**config.mk**
```make
export PLATFORM = sky130hd
export DESIGN_NAME = main_bus_glue
export DESIGN_NICKNAME = d
export VERILOG_FILES = /design/src/hw/main_bus_pkg.sv /design/src/hw/main_addr_decode.sv /design/src/hw/main_sys_latch.sv /design/src/hw/main_vblank_irq.sv /design/src/hw/main_dtack.sv /design/src/hw/main_read_mux.sv /design/src/hw/main_bus_glue.sv
export SDC_FILE = /design/constraint.sdc
export NUM_CORES = 1
export LEC_CHECK = 0
export BUFFER_PORTS_ARGS = -buffer_cell sky130_fd_sc_hd__buf_2
export CORE_AREA = 5 5 131 133
export DETAILED_ROUTE_END_ITERATION = 8
export DIE_AREA = 0 0 136 138
export GPL_TIMING_DRIVEN = 1
export PLACE_DENSITY_LB_ADDON = 0.3
export SLEW_MARGIN = 0
export SYNTH_ARGS = -nofsm -noshare
export SYNTH_HDL_FRONTEND = slang
export SYNTH_SLANG_ARGS = --single-unit
```
**constraint.sdc**
```tcl
create_clock -name clk -period 2.3 [get_ports clk]
set_input_delay 0.345 -clock clk [delete_from_list [all_inputs] [get_ports clk]]
set_output_delay 0.345 -clock clk [all_outputs]
set_load 0.005 [all_outputs]
```
**src/hw/main_bus_pkg.sv**
```systemverilog
// ~~~~~~~~~~~~~~~~~~~~~~~~~~~~~~~~~~~~~~~~~~~~~~~~~~~~~~~~~~~~~~~~~~~~~~~~~~
// Shared types and constants for the main CPU bus glue.
// Import with main_bus_pkg::* in the module header of each block.
// ~~~~~~~~~~~~~~~~~~~~~~~~~~~~~~~~~~~~~~~~~~~~~~~~~~~~~~~~~~~~~~~~~~~~~~~~~~
package main_bus_pkg;

    localparam int ADDR_W     = 23;  // A23..A1
    localparam int WORD_W     = 16;
    localparam int BYTE_W     = 8;
    localparam int EXT_ADDR_W = 21;  // A21..A1 to SDRAM

    typedef logic [ADDR_W-1:0]     addr_t;
    typedef logic [WORD_W-1:0]     word_t;
    typedef logic [BYTE_W-1:0]     byte_t;
    typedef logic [EXT_ADDR_W-1:0] ext_addr_t;

    // memory map, compared against the top address bits
    localparam logic [3:0] REGION_BOOT     = 4'h0;   // A23..A20, read only
    localparam logic [3:0] REGION_XROM_A   = 4'h1;
    localparam logic [3:0] REGION_XROM_B   = 4'h2;
    localparam logic [3:0] REGION_CPAL_RAM = 4'h3;   // A19 picks palette or work RAM
    localparam logic [2:0] REGION_GFX      = 3'b011; // A23..A21
    localparam logic [2:0] REGION_MISC     = 3'b010;

    localparam logic [2:0] IPL_VBLANK = ~3'd5;  // level 5, active low

    typedef struct packed {
        addr_t      addr;
        logic       as_n;
        logic [1:0] ds_n;   // upper, lower
        logic       rnw;
        word_t      wdata;
    } cpu_bus_t;

    typedef struct packed {
        logic rom, ram, cpal, vmem, lmem, pmem, objreg, objram;
        logic objcha, pair, sdon, ccu, sys1, sys2, cab1, cab2;
    } bus_sel_t;

    typedef struct packed {
        logic [1:0]  cpal_we, vmem_we, omem_we, lmem_we;
        logic [2:0]  pmem_we;    // bit n writes pmem n
        logic        pair_we;
        logic [10:0] cpal_addr;
        logic [11:0] vmem_addr;
        logic [14:0] pmem_addr;
    } mem_wr_t;

    typedef struct packed {
        word_t rom, ram, cpal, omem, lmem, vmem;
        byte_t pmem0, pmem1, pmem2, pair, vtimer;
    } mem_rd_t;

    typedef struct packed {
        logic [6:0] joy1, joy2, joy3, joy4;
        logic [3:0] start, coin, service;
        logic [3:0] dipsw;
        logic       dip_test, eep_do, eep_rdy, odma;
    } cab_in_t;

    typedef struct packed {
        logic       pri, gvflip, ghflip, lrsw;
        logic [3:0] psac_bank;
    } video_cfg_t;

    typedef enum logic [2:0] {
        idle, wait_mem, wait_pxl, ack, hold
    } dtack_state_e;

endpackage

```
**src/hw/main_addr_decode.sv**
```systemverilog
// ~~~~~~~~~~~~~~~~~~~~~~~~~~~~~~~~~~~~~~~~~~~~~~~~~~~~~~~~~~~~~~~~~~~~~~~~~~
// Memory map decoder for the main CPU. Purely combinational: turns the
// address and strobes into region selects and the external ROM/RAM address.
// ~~~~~~~~~~~~~~~~~~~~~~~~~~~~~~~~~~~~~~~~~~~~~~~~~~~~~~~~~~~~~~~~~~~~~~~~~~
`timescale 1ns/1ps

module main_addr_decode import main_bus_pkg::*; (
    input  cpu_bus_t  bus,
    output bus_sel_t  sel,
    output ext_addr_t main_addr
);

    addr_t a;       // a[n] is A(n+1)
    logic  cyc;
    logic  boot;

    assign a   = bus.addr;
    assign cyc = !bus.as_n && !(&bus.ds_n);   // address strobe plus a data strobe

    always_comb begin
        sel  = '0;
        boot = 1'b0;
        if (cyc) begin
            boot     = a[22:19] == REGION_BOOT && bus.rnw;
            sel.rom  = boot || a[22:19] == REGION_XROM_A || a[22:19] == REGION_XROM_B;
            sel.cpal = a[22:19] == REGION_CPAL_RAM && !a[18];
            sel.ram  = a[22:19] == REGION_CPAL_RAM &&  a[18];

            // graphics block, split by A20..A18
            if (a[22:20] == REGION_GFX) begin
                case (a[19:17])
                    3'd0:    sel.objram = 1'b1;
                    3'd1:    sel.objreg = 1'b1;
                    3'd3:    sel.pmem   = 1'b1;   // PSAC video RAM
                    3'd4:    sel.lmem   = 1'b1;   // PSAC line RAM
                    3'd5:    sel.vmem   = 1'b1;   // fix layer
                    default: ;
                endcase
            end

            if (a[22:20] == REGION_MISC) begin
                case (a[19:17])
                    3'd7: sel.objcha = 1'b1;
                    3'd6: sel.pair   = 1'b1;
                    3'd5: sel.sdon   = 1'b1;
                    3'd3: sel.ccu    = 1'b1;
                    3'd2: begin
                        // I/O block uses A3..A2
                        case (a[2:1])
                            2'd0: sel.cab1 = 1'b1;
                            2'd1: sel.cab2 = 1'b1;
                            2'd2: sel.sys1 = 1'b1;
                            2'd3: sel.sys2 = 1'b1;
                        endcase
                    end
                    default: ;
                endcase
            end
        end
    end

    // ROM banks are laid out differently in SDRAM
    always_comb begin
        main_addr = a[20:0];
        if (sel.rom) begin
            case (a[20:19])
                2'd1:    main_addr[20:19] = 2'b10;
                2'd2:    main_addr[20:19] = 2'b01;
                default: main_addr[20:19] = 2'b00;  // boot area
            endcase
        end
    end

endmodule

```
**src/hw/main_sys_latch.sv**
```systemverilog
// ~~~~~~~~~~~~~~~~~~~~~~~~~~~~~~~~~~~~~~~~~~~~~~~~~~~~~~~~~~~~~~~~~~~~~~~~~~
// Byte-writable 16-bit system register, loaded by CPU write cycles.
// ~~~~~~~~~~~~~~~~~~~~~~~~~~~~~~~~~~~~~~~~~~~~~~~~~~~~~~~~~~~~~~~~~~~~~~~~~~
`timescale 1ns/1ps

module main_sys_latch import main_bus_pkg::*; (
    input  logic     clk,
    input  logic     reset,
    input  logic     sel,
    input  cpu_bus_t bus,
    output word_t    q
);

    logic wr;

    assign wr = sel && !bus.rnw;

    always_ff @(posedge clk) begin
        if (reset) begin
            q <= '0;
        end else if (wr) begin
            if (!bus.ds_n[1]) q[15:8] <= bus.wdata[15:8];  // UDS
            if (!bus.ds_n[0]) q[7:0]  <= bus.wdata[7:0];   // LDS
        end
    end

endmodule

```
**src/hw/main_vblank_irq.sv**
```systemverilog
// ~~~~~~~~~~~~~~~~~~~~~~~~~~~~~~~~~~~~~~~~~~~~~~~~~~~~~~~~~~~~~~~~~~~~~~~~~~
// Vertical blank interrupt. Latches the start of blanking and presents
// it to the CPU as an encoded level 5 request until software masks it.
// ~~~~~~~~~~~~~~~~~~~~~~~~~~~~~~~~~~~~~~~~~~~~~~~~~~~~~~~~~~~~~~~~~~~~~~~~~~
`timescale 1ns/1ps

module main_vblank_irq import main_bus_pkg::*; (
    input  logic       clk,
    input  logic       reset,
    input  logic       lvbl,
    input  logic       enable,
    output logic [2:0] ipl_n
);

    logic lvbl_l;
    logic flag;

    always_ff @(posedge clk) begin
        if (reset) begin
            lvbl_l <= 1'b0;
            flag   <= 1'b0;
        end else begin
            lvbl_l <= lvbl;
            if (!enable)
                flag <= 1'b0;        // masking also acknowledges
            else if (lvbl_l && !lvbl)
                flag <= 1'b1;        // blanking starts
        end
    end

    assign ipl_n = flag ? IPL_VBLANK : 3'b111;

endmodule

```
**src/hw/main_dtack.sv**
```systemverilog
// ~~~~~~~~~~~~~~~~~~~~~~~~~~~~~~~~~~~~~~~~~~~~~~~~~~~~~~~~~~~~~~~~~~~~~~~~~~
// DTACK generator. ROM and RAM cycles wait for the SDRAM ok signals,
// fix RAM cycles wait for the pixel clock enable, the rest take a
// fixed two clocks. Runs on the system clock.
// ~~~~~~~~~~~~~~~~~~~~~~~~~~~~~~~~~~~~~~~~~~~~~~~~~~~~~~~~~~~~~~~~~~~~~~~~~~
`timescale 1ns/1ps

module main_dtack import main_bus_pkg::*; (
    input  logic     clk,
    input  logic     reset,
    input  cpu_bus_t bus,
    input  bus_sel_t sel,
    input  logic     rom_ok,
    input  logic     ram_ok,
    input  logic     pxl_cen,
    output logic     dtack_n
);

    dtack_state_e state;
    logic         any_sel;
    logic         other_sel;
    logic         good;     // data ready, one clock late

    assign any_sel   = sel != '0;
    assign other_sel = any_sel && !sel.rom && !sel.ram && !sel.vmem;

    always_ff @(posedge clk) begin
        if (reset) begin
            state   <= idle;
            good    <= 1'b0;
            dtack_n <= 1'b1;
        end else begin
            good    <= (sel.rom && rom_ok) || (sel.ram && ram_ok) || other_sel;
            dtack_n <= state != ack;    // follows the state by one clock
            case (state)
                idle: begin
                    // internal regions go through wait_mem as a one-cycle delay
                    if (any_sel)
                        state <= sel.vmem ? wait_pxl : wait_mem;
                end
                wait_mem: begin
                    if (bus.as_n)
                        state <= idle;
                    else if (good)
                        state <= ack;
                end
                wait_pxl: begin
                    if (bus.as_n)
                        state <= idle;
                    else if (pxl_cen)
                        state <= ack;
                end
                ack:     if (bus.as_n) state <= hold;
                hold:    state <= idle;
                default: state <= idle;
            endcase
        end
    end

endmodule

```
**src/hw/main_read_mux.sv**
```systemverilog
// ~~~~~~~~~~~~~~~~~~~~~~~~~~~~~~~~~~~~~~~~~~~~~~~~~~~~~~~~~~~~~~~~~~~~~~~~~~
// CPU read data path. Picks the selected source, packs the byte-wide
// memories and cabinet inputs into words, and registers the result.
// ~~~~~~~~~~~~~~~~~~~~~~~~~~~~~~~~~~~~~~~~~~~~~~~~~~~~~~~~~~~~~~~~~~~~~~~~~~
`timescale 1ns/1ps

module main_read_mux import main_bus_pkg::*; (
    input  logic     clk,
    input  logic     reset,
    input  cpu_bus_t bus,
    input  bus_sel_t sel,
    input  mem_rd_t  rd,
    input  cab_in_t  cab,
    input  logic     lrsw,
    output word_t    cpu_din
);

    logic  a1;
    word_t vmem_word;
    word_t pmem_word;
    word_t cab1_word;
    word_t cab2_word;
    word_t mux;

    assign a1 = bus.addr[0];

    always_comb begin
        // fix RAM is byte wide, one byte per word address
        vmem_word = {8'h00, a1 ? rd.vmem[7:0] : rd.vmem[15:8]};
        pmem_word = a1 ? {rd.pmem1, rd.pmem0} : {8'h00, rd.pmem2};

        // players 2 and 4 on the odd word
        cab1_word = a1 ? {cab.start[3], cab.joy4, cab.start[1], cab.joy2} :
                         {cab.start[2], cab.joy3, cab.start[0], cab.joy1};

        // odma low halts the game
        cab2_word = {6'h00, lrsw, cab.odma,
                     a1 ? {cab.dipsw, cab.dip_test, 1'b1, cab.eep_rdy, cab.eep_do} :
                          {cab.service, cab.coin}};
    end

    always_comb begin
        if (sel.rom)
            mux = rd.rom;
        else if (sel.ram)
            mux = rd.ram;
        else if (sel.cpal)
            mux = rd.cpal;
        else if (sel.vmem)
            mux = vmem_word;
        else if (sel.ccu)
            mux = {8'h00, rd.vtimer};
        else if (sel.objram)
            mux = rd.omem;
        else if (sel.pmem)
            mux = pmem_word;
        else if (sel.lmem)
            mux = rd.lmem;
        else if (sel.pair)
            mux = {rd.pair, 8'h00};   // sound latch sits on D15..D8
        else if (sel.cab1)
            mux = cab1_word;
        else if (sel.cab2)
            mux = cab2_word;
        else
            mux = '0;
    end

    always_ff @(posedge clk) begin
        if (reset)
            cpu_din <= '0;
        else
            cpu_din <= mux;
    end

endmodule

```
**src/hw/main_bus_glue.sv**
```systemverilog
// ~~~~~~~~~~~~~~~~~~~~~~~~~~~~~~~~~~~~~~~~~~~~~~~~~~~~~~~~~~~~~~~~~~~~~~~~~~
// Main CPU bus glue, top level. Connect the 68000 bus to bus, the SDRAM
// ports to rom/ram, the on-board memories to wr/rd, and take the video
// configuration and EEPROM pins from the system latches.
// ~~~~~~~~~~~~~~~~~~~~~~~~~~~~~~~~~~~~~~~~~~~~~~~~~~~~~~~~~~~~~~~~~~~~~~~~~~
`timescale 1ns/1ps

module main_bus_glue import main_bus_pkg::*; (
    input  logic       clk,
    input  logic       reset,
    // CPU side
    input  cpu_bus_t   bus,
    output logic       dtack_n,
    output word_t      cpu_din,
    output logic [2:0] ipl_n,
    output logic       halt_n,
    // external ROM/RAM
    output logic       rom_cs,
    output logic       ram_cs,
    output ext_addr_t  main_addr,
    output logic       ram_we,
    output logic [1:0] ram_dsn,
    input  logic       rom_ok,
    input  logic       ram_ok,
    // on-board memories
    output mem_wr_t    wr,
    input  mem_rd_t    rd,
    // other chips
    output logic       objreg_cs,
    output logic       objcha_n,
    output logic       ccu_cs,
    output logic       sdon,
    output video_cfg_t video,
    output logic       eep_clk,
    output logic       eep_di,
    output logic       eep_cs,
    // cabinet and video timing
    input  cab_in_t    cab,
    input  logic       lvbl,
    input  logic       disp,
    input  logic       pxl_cen,
    input  logic       dip_pause
);

    bus_sel_t sel;
    word_t    sys1_q;
    word_t    sys2_q;
    logic     wr_cyc;
    logic     uds, lds, a1;
    logic     l_r;        // top address bit of the on-board memories
    logic     fmode, fsel;

    main_addr_decode u_decode (
        .bus       ( bus       ),
        .sel       ( sel       ),
        .main_addr ( main_addr )
    );

    main_sys_latch u_sys1 (
        .clk   ( clk      ),
        .reset ( reset    ),
        .sel   ( sel.sys1 ),
        .bus   ( bus      ),
        .q     ( sys1_q   )
    );

    main_sys_latch u_sys2 (
        .clk   ( clk      ),
        .reset ( reset    ),
        .sel   ( sel.sys2 ),
        .bus   ( bus      ),
        .q     ( sys2_q   )
    );

    main_vblank_irq u_vblank (
        .clk    ( clk        ),
        .reset  ( reset      ),
        .lvbl   ( lvbl       ),
        .enable ( sys1_q[10] ),   // level 5 mask
        .ipl_n  ( ipl_n      )
    );

    main_dtack u_dtack (
        .clk     ( clk     ),
        .reset   ( reset   ),
        .bus     ( bus     ),
        .sel     ( sel     ),
        .rom_ok  ( rom_ok  ),
        .ram_ok  ( ram_ok  ),
        .pxl_cen ( pxl_cen ),
        .dtack_n ( dtack_n )
    );

    main_read_mux u_rdmux (
        .clk     ( clk        ),
        .reset   ( reset      ),
        .bus     ( bus        ),
        .sel     ( sel        ),
        .rd      ( rd         ),
        .cab     ( cab        ),
        .lrsw    ( video.lrsw ),
        .cpu_din ( cpu_din    )
    );

    assign wr_cyc = !bus.rnw;
    assign uds    = !bus.ds_n[1];
    assign lds    = !bus.ds_n[0];
    assign a1     = bus.addr[0];

    // system register 1
    assign l_r     = sys1_q[7];
    assign eep_clk = sys1_q[2];
    assign eep_cs  = sys1_q[1];
    assign eep_di  = sys1_q[0];
    // system register 2
    assign fmode   = sys2_q[1];
    assign fsel    = sys2_q[0];

    always_comb begin
        video.pri       = sys1_q[14];
        video.gvflip    = sys1_q[6];
        video.ghflip    = sys1_q[5];
        video.lrsw      = fmode ? disp : fsel;
        video.psac_bank = sys2_q[7:4];
    end

    always_comb begin
        wr.cpal_we    = ~bus.ds_n & {2{sel.cpal   && wr_cyc}};
        wr.omem_we    = ~bus.ds_n & {2{sel.objram && wr_cyc}};
        wr.lmem_we    = ~bus.ds_n & {2{sel.lmem   && wr_cyc}};
        // fix RAM only listens to the lower byte, A1 picks the half
        wr.vmem_we    = {2{sel.vmem && wr_cyc && lds}} & {!a1, a1};
        wr.pmem_we[0] = sel.pmem && wr_cyc && lds &&  a1;
        wr.pmem_we[1] = sel.pmem && wr_cyc && uds &&  a1;
        wr.pmem_we[2] = sel.pmem && wr_cyc && lds && !a1;
        wr.pair_we    = sel.pair && wr_cyc && uds;
        wr.cpal_addr  = {l_r, bus.addr[9:0]};
        wr.vmem_addr  = {l_r, bus.addr[11:1]};
        wr.pmem_addr  = {l_r, bus.addr[14:1]};
    end

    assign rom_cs    = sel.rom;
    assign ram_cs    = sel.ram;
    assign ram_we    = sel.ram && wr_cyc;
    assign ram_dsn   = bus.ds_n;
    assign objreg_cs = sel.objreg;
    assign objcha_n  = !sel.objcha;
    assign ccu_cs    = sel.ccu;
    assign sdon      = sel.sdon;

    always_ff @(posedge clk) begin
        if (reset)
            halt_n <= 1'b0;       // CPU held during reset
        else
            halt_n <= dip_pause;
    end

endmodule

```
==> run summary, run 1 <==
The largest family of logic cells by synthesized area is compound AO/OA/AOI/OAI gates. Setup total negative slack on the finished layout was measured at 0 ps. The finished layout cell area came out at 5500 um^2.

The residual overflow from global routing is 0. The final critical path time including I/O delays and setup came out at 2070 ps. The number of storage elements in the synthesis netlist came out at 38. The max-slew violation count is 0. The ratio of cells with drive above 1 in the final layout is 48.7%. The main flop type after synthesis is dfxtp_1. At the later pin of the worst-skew pair, clock insertion delay measures 290 ps.

The portion of the clock cycle consumed by the worst path in the final layout is 89.8%. The slew at the pin with the worst max-slew slack came out at 518 ps. Counting every net in the synthesized netlist gives 750. The final-report hold violation count came out at 0. The count of cells along the worst hold path is 2. A synthesized cell averages 7.73 um^2. The kind of cell with the highest combined delay along the critical path is simple AND/OR/NAND/NOR gates. Before antenna repair, the detailed router went through 4 iterations.

The clock-pin transition on the worst setup and hold timing paths is 60 ps. For this run, design rule violations remaining after detail routing come to 0. The critical path buffer and inverter count is 2. Buffers inserted to repair hold after CTS numbered 0. The simple-gate share of the synthesized area is 21.5%.

The total length of routed wires is 19200 um. The top achievable clock speed is 484 MHz. The share of the synthesized area in compound gates (AO/OA/AOI/OAI) is 24.5%. The area added between synthesis and finish is 38.2%.

During placement, the flow inserted port buffers numbering 282. The setup slack on the worst flop-to-flop path came out at 950 ps. The worst IR drop on VDD came out at 0.252 mV. Fill cells in the final layout number 1733. The share of the synthesized area in the top cell type came out at 19.1%.

The signal on the critical path passes through buf_2 -> a211o_4 -> or4_4 -> nor2_1 -> buf_2. The multiplexer area fraction after synthesis is 17.0%. The class of the tightest hold or removal check is primary input to flop. The total number of cells along the worst setup path came out at 5. The fraction of the yosys area taken by sequential cells came out at 19.1%. In the global route stage, met2 resource usage came out at 36.1%. By instance count, the cell type seen most on the critical path is buf_2. Across the routed clock network, the largest skew measured is 0.765 ps.

Before CTS, the worst setup slack after placement is 120 ps. The met3 layer usage reported by global route came out at 6.17%. The run finished with clean final reports. The global placement routability congestion is 0.814. The starting utilization of the core area is 25.3%. The smallest setup slack after layout came out at 234 ps. The remaining antenna violation count came out at 0. The die is 138 um tall. The via count is 4682. The setup path with the least slack is of type primary input to output pin. The largest fanout of any net on the critical path is 8. The instance area at placement is 5310 um^2.

The relative slew slack is 65.3%. The number of setup buffers added after CTS came out at 0. For this run, the post-layout net count is 979. STA classifies the critical path endpoint as an output pin. The number of clock sinks came out at 38. Setup repair after global routing left no endpoint under its margin. After synthesis, the cell types taking the most area are dfxtp_1 (19%), mux2i_1 (13%), buf_4 (13%).

The total standard cell area after synthesis is 3980 um^2. The wire length per cell after detailed routing is 20.0 um. Across the run, the number of max-cap violations was 0. The total number of placement rows is 46. Of the total synthesized cell area, the portion taken by full adders, half adders and majority gates is 0.251%.

The filler-free cell count of the finished design is 962. The signal arrival time at the worst endpoint is 1720 ps. At the worst endpoint, the required time is 1960 ps. The TritonCTS clock tree is yes.

Of the total synthesized cell area, the portion taken by XOR and XNOR cells is 0%. The maximum level of the CTS H-tree is 2. The first-pass GRT wire length is 27500 um. The initial antenna violation count was 3. The busiest layer in global routing is met2.

For this run, asynchronously set or reset flops after synthesis account for 0%. 347 I/O pins were placed. In the global route stage, met1 resource usage came out at 20.3%. Counting flops with a built-in enable in the synthesized netlist gives 0. The power density over the cells is 397 nW/um^2.

The total placed cells including tap cells is 953. Synthesis handed over a netlist of 515 instances. For this design the static power due to leakage is 2.64 nW.

Clock tree synthesis selected as its root buffer the cell clkbuf_16. Entering global routing, the biggest net connects 24 pins. The quantity of gates resized following cts came out at 0. The all-layer global routing usage is 19.3%.

The width of the chip is 136 um. The number of buffers created by CTS came out at 5. The number of cell instances on the worst register-to-register path came out at 4.

The setup violation total in the final timing report is 0. In this design, the stage delay of the slowest critical-path cell is 580 ps. The area enclosed by the die boundary is 18800 um^2. The worst setup path is launched from a primary input. The core region is 15700 um^2. The number of distinct library cell variants in the gate-level netlist after synthesis is 66. In the routed layout, each cell is associated on average with a via count of 4.87. For this run, the number of Yosys warnings is 0. The library cell occupying the most area in the post-synthesis netlist is dfxtp_1.

The power after layout came out at 0.00218 W. The estimated wirelength of the detail-placed design came out at 16400 um. The maximum root-to-sink buffer count came out at 2. The largest individual stage delay along the critical path comes from the cell or4_4.

The number of global-route vias before repair is 4790. After the first detailed-routing iteration, the DRC count stood at 146.
==> routing by layer <==
metal / part of all wire [%] / vias up
met5: 0.14 / -
met4: 2.6 / 4
met3: 9.3 / 35
met2: 51 / 275
met1: 37 / 2090
li1: - / 2278
==> kinds of logic (layout without fill, tap and decap cells) <==
kind of cell	after synthesis	after routing
and+or+nand+nor	157	157
other	1	2
DFF	38	38
muxes	66	66
adders and majority gates	1	1
AOI/OAI and AO/OA	143	143
buffers and inverters	109	339
==> final timing paths <==
kind,from,to
setup reg to reg,u_sys2.q[1],u_rdmux.cpu_din[9]
hold / removal,dip_pause,halt_n
setup / recovery,bus[19],wr[45]
hold reg to reg,u_sys1.q[10],u_vblank.flag
==> power by group <==
part	internal (W)	switching, W
Sequential	0.000669	0.00000484
Combinational	0.000283	0.000289
Clock	0.000624	0.000314
==> placed cells by master, fill, tap and decap left out, types with 5 or more instances in the layout <==
cell type  count
o21ai_0       25
clkbuf_16      5
mux2_2        13
buf_2        282
o2bb2ai_1      7
inv_1          7
nor2b_1        9
nor2_1        52
nand2b_1       5
a22oi_1        5
a21oi_1       44
buf_4         42
a221oi_1       5
dfxtp_1       38
nand3b_1       6
nand3_1        9
a22o_1         6
a31oi_1        7
nand2_1       29
nor3_1        11
o31ai_1        6
mux2i_1       53
o22ai_1       10
==> cell usage after synthesis, types with 3 or more instances <==
master / number
or2_2: 3
and2_1: 3
mux2_2: 13
nand2_1: 29
a22oi_1: 5
o32ai_1: 3
a21oi_1: 44
nor2b_1: 9
nand2b_1: 5
dfxtp_1: 38
a221oi_1: 5
or3_1: 3
o22ai_1: 10
o21ai_0: 25
inv_1: 7
nand3b_1: 6
nor2_1: 52
mux2i_1: 53
clkbuf_1: 16
a22o_1: 6
nand3_1: 9
buf_2: 16
nor3_1: 11
o31ai_1: 6
nand4_1: 3
o2bb2ai_1: 7
buf_4: 68
a31oi_1: 7
==> per-stage QoR <==
stage	hold WS (ps)	util (%)
floorplan	439	-
global placement	470	33.8
detailed placement	477	33.8
CTS	261	35.0
global route	271	35.0
finish	264	35.0
==> registers in the layout, indices dropped and copies added (netlist names) <==
| register | count |
|---|---|
| u_rdmux.cpu_din | 16 |
| u_sys1.q | 8 |
| u_sys2.q | 6 |
| u_dtack.state | 3 |
| halt_n | 1 |
| u_dtack.dtack_n | 1 |
| u_dtack.good | 1 |
| u_vblank.flag | 1 |
| u_vblank.lvbl_l | 1 |
==> final cells by class <==
| type | instances | area [um^2] | share of cell area (%) |
|---|---|---|---|
| Clock buffer | 5 | 125 | 2.27 |
| Tap cell | 216 | 270 | 4.91 |
| Antenna cell | 1 | 2.50 | 0.0455 |
| Inverter | 7 | 26.3 | 0.478 |
| Sequential cell | 38 | 761 | 13.8 |
| Multi-Input combinational cell | 368 | 2520 | 45.8 |
| Clock inverter | 3 | 68.8 | 1.25 |
| Timing Repair Buffer | 324 | 1730 | 31.4 |
Note: power is estimated with default switching activity, not from simulation.
==> run 2: changes to the inputs <==
--- a/config.mk
+++ b/config.mk
@@ -6,9 +6,9 @@
 export NUM_CORES = 1
 export LEC_CHECK = 0
 export BUFFER_PORTS_ARGS = -buffer_cell sky130_fd_sc_hd__buf_2
-export CORE_AREA = 5 5 131 133
+export CORE_AREA = 5 5 132 134
 export DETAILED_ROUTE_END_ITERATION = 8
-export DIE_AREA = 0 0 136 138
+export DIE_AREA = 0 0 137 139
 export GPL_TIMING_DRIVEN = 1
 export PLACE_DENSITY_LB_ADDON = 0.3
 export SLEW_MARGIN = 0
==> run 2 against run 1 <==
  * Sequential power hardly changed
  * Register-to-register slack worse by 40 ps
  * Global-route usage is 0.80 points lower
  * Largest power group unchanged
  * Critical path depth is 1 higher
  * Critical endpoint is now objcha_n
  * Largest cell class unchanged
  * Sequential share of layout area is 0.069 points lower
==> run summary, run 2 (synthesized netlist as in run 1, its figures left out) <==
The run finished with clean final reports. The total negative slack was 0 ps (unchanged). The initial antenna violation count is 2 (-1). The area of the core came out at 16200 um^2 (+2.9%). The residual overflow from global routing came out at 0 (unchanged). The height of the die came out at 139 um (+0.72%). The instance area at placement came to 5340 um^2 (+0.57%).

The power density over the cells came to 393 nW/um^2 (-0.95%). The startpoint identified for the worst register-to-register timing path is u_sys2.q[1]. The maximum level of the CTS H-tree was 2 (unchanged). The worst hold path belongs to the class primary input to flop. The clock latency reported for the late side of the worst-skew pair came out at 280 ps (about the same). On the critical path the largest part of the delay comes from simple AND/OR/NAND/NOR gates. Walking the worst path, the cells encountered are buf_2 -> a211oi_2 -> buf_12 -> nand2_1 -> or4_1 -> buf_2. Tracing the worst setup path back leads to its startpoint at bus[19]. TritonCTS built the clock tree. The number of buffers added to fix hold violations after cts is 0 (unchanged). The maximum single-stage delay on the critical path came out at 490 ps (-90 ps). The finished layout cell area is 5530 um^2 (+0.50%).

The top achievable clock speed came out at 459 MHz (-5.3%). The first-pass GRT wire length came out at 26700 um (-2.9%). The worst clock skew on the final layout is 3.46 ps (+2.70 ps).

The clock-pin transition on the worst setup and hold timing paths came out at 60 ps (about the same). In the layout the commonest cells are buf_2 (282), mux2i_1 (53), nor2_1 (52). The starting DRC count in detailed routing is 119 (-18%). The portion of the clock cycle consumed by the worst path in the final layout came out at 94.8% (+5.0 points).

The estimated wirelength of the detail-placed design was 16100 um (-2.0%). The all-layer global routing usage was 18.5% (-0.80 points). The worst register-to-register path ends at u_rdmux.cpu_din[9]. The signal arrival time at the worst endpoint is 1840 ps (+120 ps). The register with the most flip-flops in the final layout is u_rdmux.cpu_din. The maximum root-to-sink buffer count came out at 2 (unchanged). The worst IR drop on VDD is 0.380 mV (+51%).

The remaining antenna violation count came to 0 (unchanged). The critical path required time is 1960 ps (about the same). The total number of placement rows is 47 (+2.2%). The number of buffers created by CTS is 5 (unchanged). The ratio of cells with drive above 1 in the final layout came to 48.7% (unchanged). The slew at the pin with the worst max-slew slack came out at 584 ps (+66.2 ps). The total length of routed wires came out at 18800 um (-2.2%). The most frequent cell on the critical path is buf_2. The largest registers in the layout are u_rdmux.cpu_din x16, u_sys1.q x8, u_sys2.q x6.

The final-report hold violation count came out at 0 (unchanged). STA classifies the critical path endpoint as an output pin. The area added between synthesis and finish is 38.9%. The end of the critical path is objcha_n. The number of detailed-route iterations in the first pass is 4 (unchanged).

The area enclosed by the die boundary is 19000 um^2 (+1.5%). The starting utilization of the core area came out at 24.6% (-0.72 points). The via count is 4665 (-0.36%). The number of clock sinks was 38 (unchanged). The max-slew violation count is 0 (unchanged). The flip-flop count of the largest register after layout is 16 (unchanged).

The final critical path time including I/O delays and setup is 2180 ps (+115 ps). Setup repair after global routing left no endpoint under its margin. The max capacitance violation total came out at 0 (unchanged).

The leakage component of the power came out at 2.64 nW (+0.20%). The number of remaining DRC errors is 0 (unchanged). The largest net degree at the start of global routing was 28 (+17%).

The net total in the final layout came out at 979 (unchanged). The global placement routability congestion came to 0.874 (+7.4%). The quantity of I/O buffers inserted on ports came to 282 (unchanged). The total number of cells along the worst setup path is 6 (+1). The vias per cell came out at 4.83 (-0.67%). The cell type of the slowest stage on the worst timing path is or4_1. The number of setup buffers added after CTS is 0 (unchanged). The antenna diode count was 0 (-1).

The total placed cells including tap cells came out at 957 (+0.42%). The root buffer cell chosen for the clock tree is clkbuf_16. The setup violation total in the final timing report came out at 0 (unchanged). The power after layout came out at 0.00217 W (-0.45%). The setup slack on the worst flop-to-flop path was 910 ps (-40 ps).

The library cell used most frequently in the layout, excluding fill and tap cells, is buf_2. STA classifies the critical path startpoint as a primary input. The largest fanout of any net on the critical path is 15 (+7). The critical path in this run is classified as primary input to output pin. The width of the chip came out at 137 um (+0.74%). The relative slew slack came out at 60.9% (-4.4 points).

The quantity of gates resized following cts came out at 0 (unchanged). The number of cell instances on the worst register-to-register path is 4 (unchanged). The total I/O pin count is 347 (unchanged). The number of global-route vias before repair came out at 4804 (+0.29%).

The critical path buffer and inverter count was 3 (+1). The filler-free cell count of the finished design came out at 965 (+0.31%). The wire length per cell after detailed routing came to 19.5 um (-2.5%).
==> run 2: cell types whose count changed in the layout (fill, tap and decap cells not counted) <==
cell / delta
diode_2: -1
buf_4: -2
buf_12: +2
==> run 2: worst register-to-register path: stages (launching register included) <==
cell,delay (ps)
dfxtp_1,340
mux2_2,380
nor2b_1,140
o22ai_1,240
a311oi_2,160
==> run 2: metrics by stage <==
stage          util (%)  setup slack, ps  hold WS, ps
2_1_floorplan         -              446          439
3_3_place_gp       33.0             77.2          470
3_5_place_dp       33.0             42.4          473
4_1_cts            34.2              126          266
5_1_grt            34.2             44.5          290
6_report           34.2              119          269
==> run 2: per-layer routing <==
layer / GRT usage [%] / part of all wire [%] / up-vias
met5: 0 / 0.074 / -
met4: 5.15 / 2.3 / 4
met3: 5.41 / 9.6 / 30
met2: 35.1 / 51 / 246
met1: 19.3 / 37 / 2110
li1: - / - / 2275
==> run 2: how the worst min path moves through the flow <==
stage	startpoint	endpoint	slack [ps]	depth (start not counted)
CTS	lvbl	u_vblank.lvbl_l	270	3
global placement	u_sys1.q[10]	u_vblank.flag	470	1
global route	lvbl	u_vblank.lvbl_l	290	3
floorplan	u_dtack.state[0]	u_dtack.dtack_n	440	1
finish	lvbl	u_vblank.lvbl_l	270	3
detailed placement	u_sys1.q[10]	u_vblank.flag	470	1
==> run 2: power breakdown <==
part	switching, W	internal (W)	total (W)
clock	0.000301	0.000624	0.000925
combinational	0.000290	0.000285	0.000574
sequential	0.00000477	0.000669	0.000674
total	0.000596	0.00158	0.00217
==> run 2: cell type report <==
class / instances / area (um^2)
repair buffers: 324 / 1750
clock buffers: 5 / 125
inverters: 7 / 26.3
multi-input cells: 368 / 2520
fillers: 1742 / 10600
flip-flops and latches: 38 / 761
clock inverters: 3 / 68.8
well taps: 220 / 275
==> run 3: changes to the inputs <==
--- a/config.mk
+++ b/config.mk
@@ -6,9 +6,9 @@
 export NUM_CORES = 1
 export LEC_CHECK = 0
 export BUFFER_PORTS_ARGS = -buffer_cell sky130_fd_sc_hd__buf_2
-export CORE_AREA = 5 5 132 134
+export CORE_AREA = 5 5 131 133
 export DETAILED_ROUTE_END_ITERATION = 8
-export DIE_AREA = 0 0 137 139
+export DIE_AREA = 0 0 136 138
 export GPL_TIMING_DRIVEN = 1
 export PLACE_DENSITY_LB_ADDON = 0.3
 export SLEW_MARGIN = 0
==> constraint.sdc (replaced) <==
create_clock -name clk -period 2.3 [get_ports clk]
set_input_delay 0.46 -clock clk [delete_from_list [all_inputs] [get_ports clk]]
set_output_delay 0.46 -clock clk [all_outputs]
set_load 0.005 [all_outputs]
==> run 3 against run 2 <==
  * Die area shrank 1.4%
  * Sequential share of layout area down 0.31 points
  * Register-to-register slack about the same
  * Non-clock buffer count up 16
  * Global-route usage rose by 0.90 points
  * Worst setup slack got worse by 48 ps
  * Via count increased by 0.96%
  * Core utilization rose by 1.8 points
  * Clock power increased by 0.9%
  * Worst hold slack better by 110 ps
  * Sequential cell count stayed put
  * Critical endpoint is now wr[45]
  * Largest cell class unchanged
  * Largest power group unchanged
==> run summary, run 3 (synthesized netlist as in run 1, its figures left out) <==
The quantity of I/O buffers inserted on ports is 282 (unchanged). The number of remaining DRC errors is 0 (unchanged). The all-layer global routing usage came to 19.4% (+0.90 points). The total negative slack came out at 0 ps (unchanged).

The estimated wirelength of the detail-placed design was 16500 um (+3.0%). The slew at the pin with the worst max-slew slack is 545 ps (-39.3 ps). The initial antenna violation count came out at 1 (-1). The cell sitting at the root of the clock tree is a clkbuf_16. The clock latency reported for the late side of the worst-skew pair came out at 290 ps (about the same). The width of the chip is 136 um (-0.73%). The total length of routed wires came out at 19400 um (+3.2%). The proportion of power drawn by combinational gates came out at 27.1% (+0.7 points). The total I/O pin count came out at 347 (unchanged). The routed length on met2 is 9960 um (+2.9%). The sequential fraction of design power is 30.6% (-0.4 points). The number of detailed-route iterations in the first pass came out at 4 (unchanged). The final critical path time including I/O delays and setup is 2230 ps (+48.1 ps).

The run finished with clean final reports. The number of setup buffers added after CTS is 0 (unchanged). The filler cell count came out at 1708 (-2.0%).

From synthesis to final layout, the design area changed by 42.1%. The reported net switching power came out at 0.000610 W (+2.4%). The part of the power in the clock network came out at 42.3% (-0.3 points). The worst clock skew on the final layout is 4.65 ps (+1.19 ps).

The via count is 4710 (+0.96%). The starting DRC count in detailed routing came to 203 (+71%). Setup repair after global routing left no endpoint under its margin.

The starting utilization of the core area was 25.3% (+0.72 points). The detailed router used layers up to and including met4. The power density over the cells is 389 nW/um^2 (-0.92%).

The wire length per cell after detailed routing is 19.9 um (+1.9%). The maximum root-to-sink buffer count is 2 (unchanged). The max capacitance violation total came to 0 (unchanged). The type of the worst setup path is primary input to output pin. The routed metal-1 wire length was 6890 um (about the same). The portion of the clock cycle consumed by the worst path in the final layout is 96.9% (+2.1 points).

The total placed cells including tap cells came out at 969 (+1.3%). The TritonCTS clock tree is yes. The filler-free cell count of the finished design came out at 977 (+1.2%). The largest net degree at the start of global routing came to 28 (unchanged). The leakage component of the power came out at 2.72 nW (+3.1%).

The number of clock sinks is 38 (unchanged). The worst setup path is launched from a primary input. The relative slew slack came to 63.6% (+2.7 points). The clock-pin transition on the worst setup and hold timing paths came to 60 ps (about the same). The critical path required time came out at 1840 ps (-120 ps). The residual overflow from global routing came out at 0 (unchanged).

The final-report hold violation count is 0 (unchanged). The flip-flop count of the largest register after layout came out at 16 (unchanged). The internal power consumption was 0.00159 W (+0.99%).

The tightest min-delay check is of the primary input to flop type. The global placement routability congestion came out at 0.843 (-3.5%). The met3 wirelength from detailed routing is 2050 um (+14%).

The first-pass GRT wire length is 27600 um (+3.2%). The setup violation total in the final timing report came out at 0 (unchanged). The number of global-route vias before repair is 4880 (+1.6%).

The vias per cell came to 4.82 (-0.28%). The area occupied by registers is 761 um^2 (unchanged). The worst IR drop on VDD is 0.246 mV (-35%). The max-slew violation count is 0 (unchanged). The maximum level of the CTS H-tree is 2 (unchanged). The net total in the final layout came out at 995 (+1.6%). The switching power as a share of total power was 27.7% (+0.27 points). The area occupied by multi-input gates came out at 2520 um^2 (unchanged). The number of buffers created by CTS came out at 5 (unchanged). The area of the core is 15700 um^2 (-2.8%). The height of the die came out at 138 um (-0.72%). The ratio of cells with drive above 1 in the final layout came out at 49.8% (+1.1 points).

The total number of placement rows is 46 (-2.1%). The number of buffers added to fix hold violations after cts is 0 (unchanged). The quantity of gates resized following cts came out at 0 (unchanged).

The antenna diode count came out at 0 (unchanged). The signal arrival time at the worst endpoint is 1770 ps (-70 ps). The largest fanout of any net on the critical path came out at 5 (-10). The most flop-heavy register is u_rdmux.cpu_din. In the layout the commonest cells are buf_2 (282), buf_4 (55), mux2i_1 (53). In the final layout, the registers with the most flip-flops are u_rdmux.cpu_din x16, u_sys1.q x8, u_sys2.q x6.

The area enclosed by the die boundary is 18800 um^2 (-1.4%). The top achievable clock speed was 449 MHz (-2.2%). The library cell used most frequently in the layout, excluding fill and tap cells, is buf_2. The endpoint type of the worst setup path is an output pin. The remaining antenna violation count came out at 0 (unchanged).
run 3: metrics by stage:
stage | hold WS [ps] | utilization, % | setup slack, ps | power (W) | instance area, um^2
2_1_floorplan | 439 | - | 216 | 0.00102 | 3980
3_3_place_gp | 469 | 34.8 | 50.5 | 0.00129 | 5460
3_5_place_dp | 475 | 34.8 | 45.9 | 0.00129 | 5460
4_1_cts | 370 | 36.0 | 64.1 | 0.00223 | 5660
5_1_grt | 383 | 36.0 | 15.4 | 0.00231 | 5660
6_report | 378 | 36.0 | 71.0 | 0.00220 | 5660
run 3: layer usage:
metal / GRT usage, % / vias to the layer above
li1: - / 2310
met1: 20.1 / 2091
met2: 36.6 / 276
met3: 5.91 / 33
met4: 6.05 / 0
met5: 0 / -
run 3: final cells by class:
class	count	area share, %
Multi-Input combinational cell	368	44.6
Tap cell	216	4.78
Timing Repair Buffer	340	33.3
Inverter	7	0.464
Clock buffer	5	2.21
Clock inverter	3	1.22
Sequential cell	38	13.4
run 3: power by group through the flow:
stage / registers [W] / logic, W / clock network (W)
after floorplan: 0.000689 / 0.000335 / 0
after global placement: 0.000688 / 0.000598 / 0
after detailed placement: 0.000688 / 0.000601 / 0
after CTS: 0.000674 / 0.000603 / 0.000958
after global routing: 0.000675 / 0.000650 / 0.000984
final: 0.000674 / 0.000597 / 0.000933
run 3: path summary, 6_finish.rpt:
kind                startpoint                  to  slack, ps  depth (start not counted)
setup / recovery       bus[18]              wr[45]         70                          5
hold / removal       dip_pause              halt_n        380                          2
setup reg to reg   u_sys2.q[1]  u_rdmux.cpu_din[9]        900                          4
hold reg to reg   u_sys1.q[10]       u_vblank.flag        480                          1
run 3: worst max-delay path, stage by stage:
cell     delay, ps
buf_2          140
a211o_4        370
or4_4          560
nor2_1         110
buf_2          120
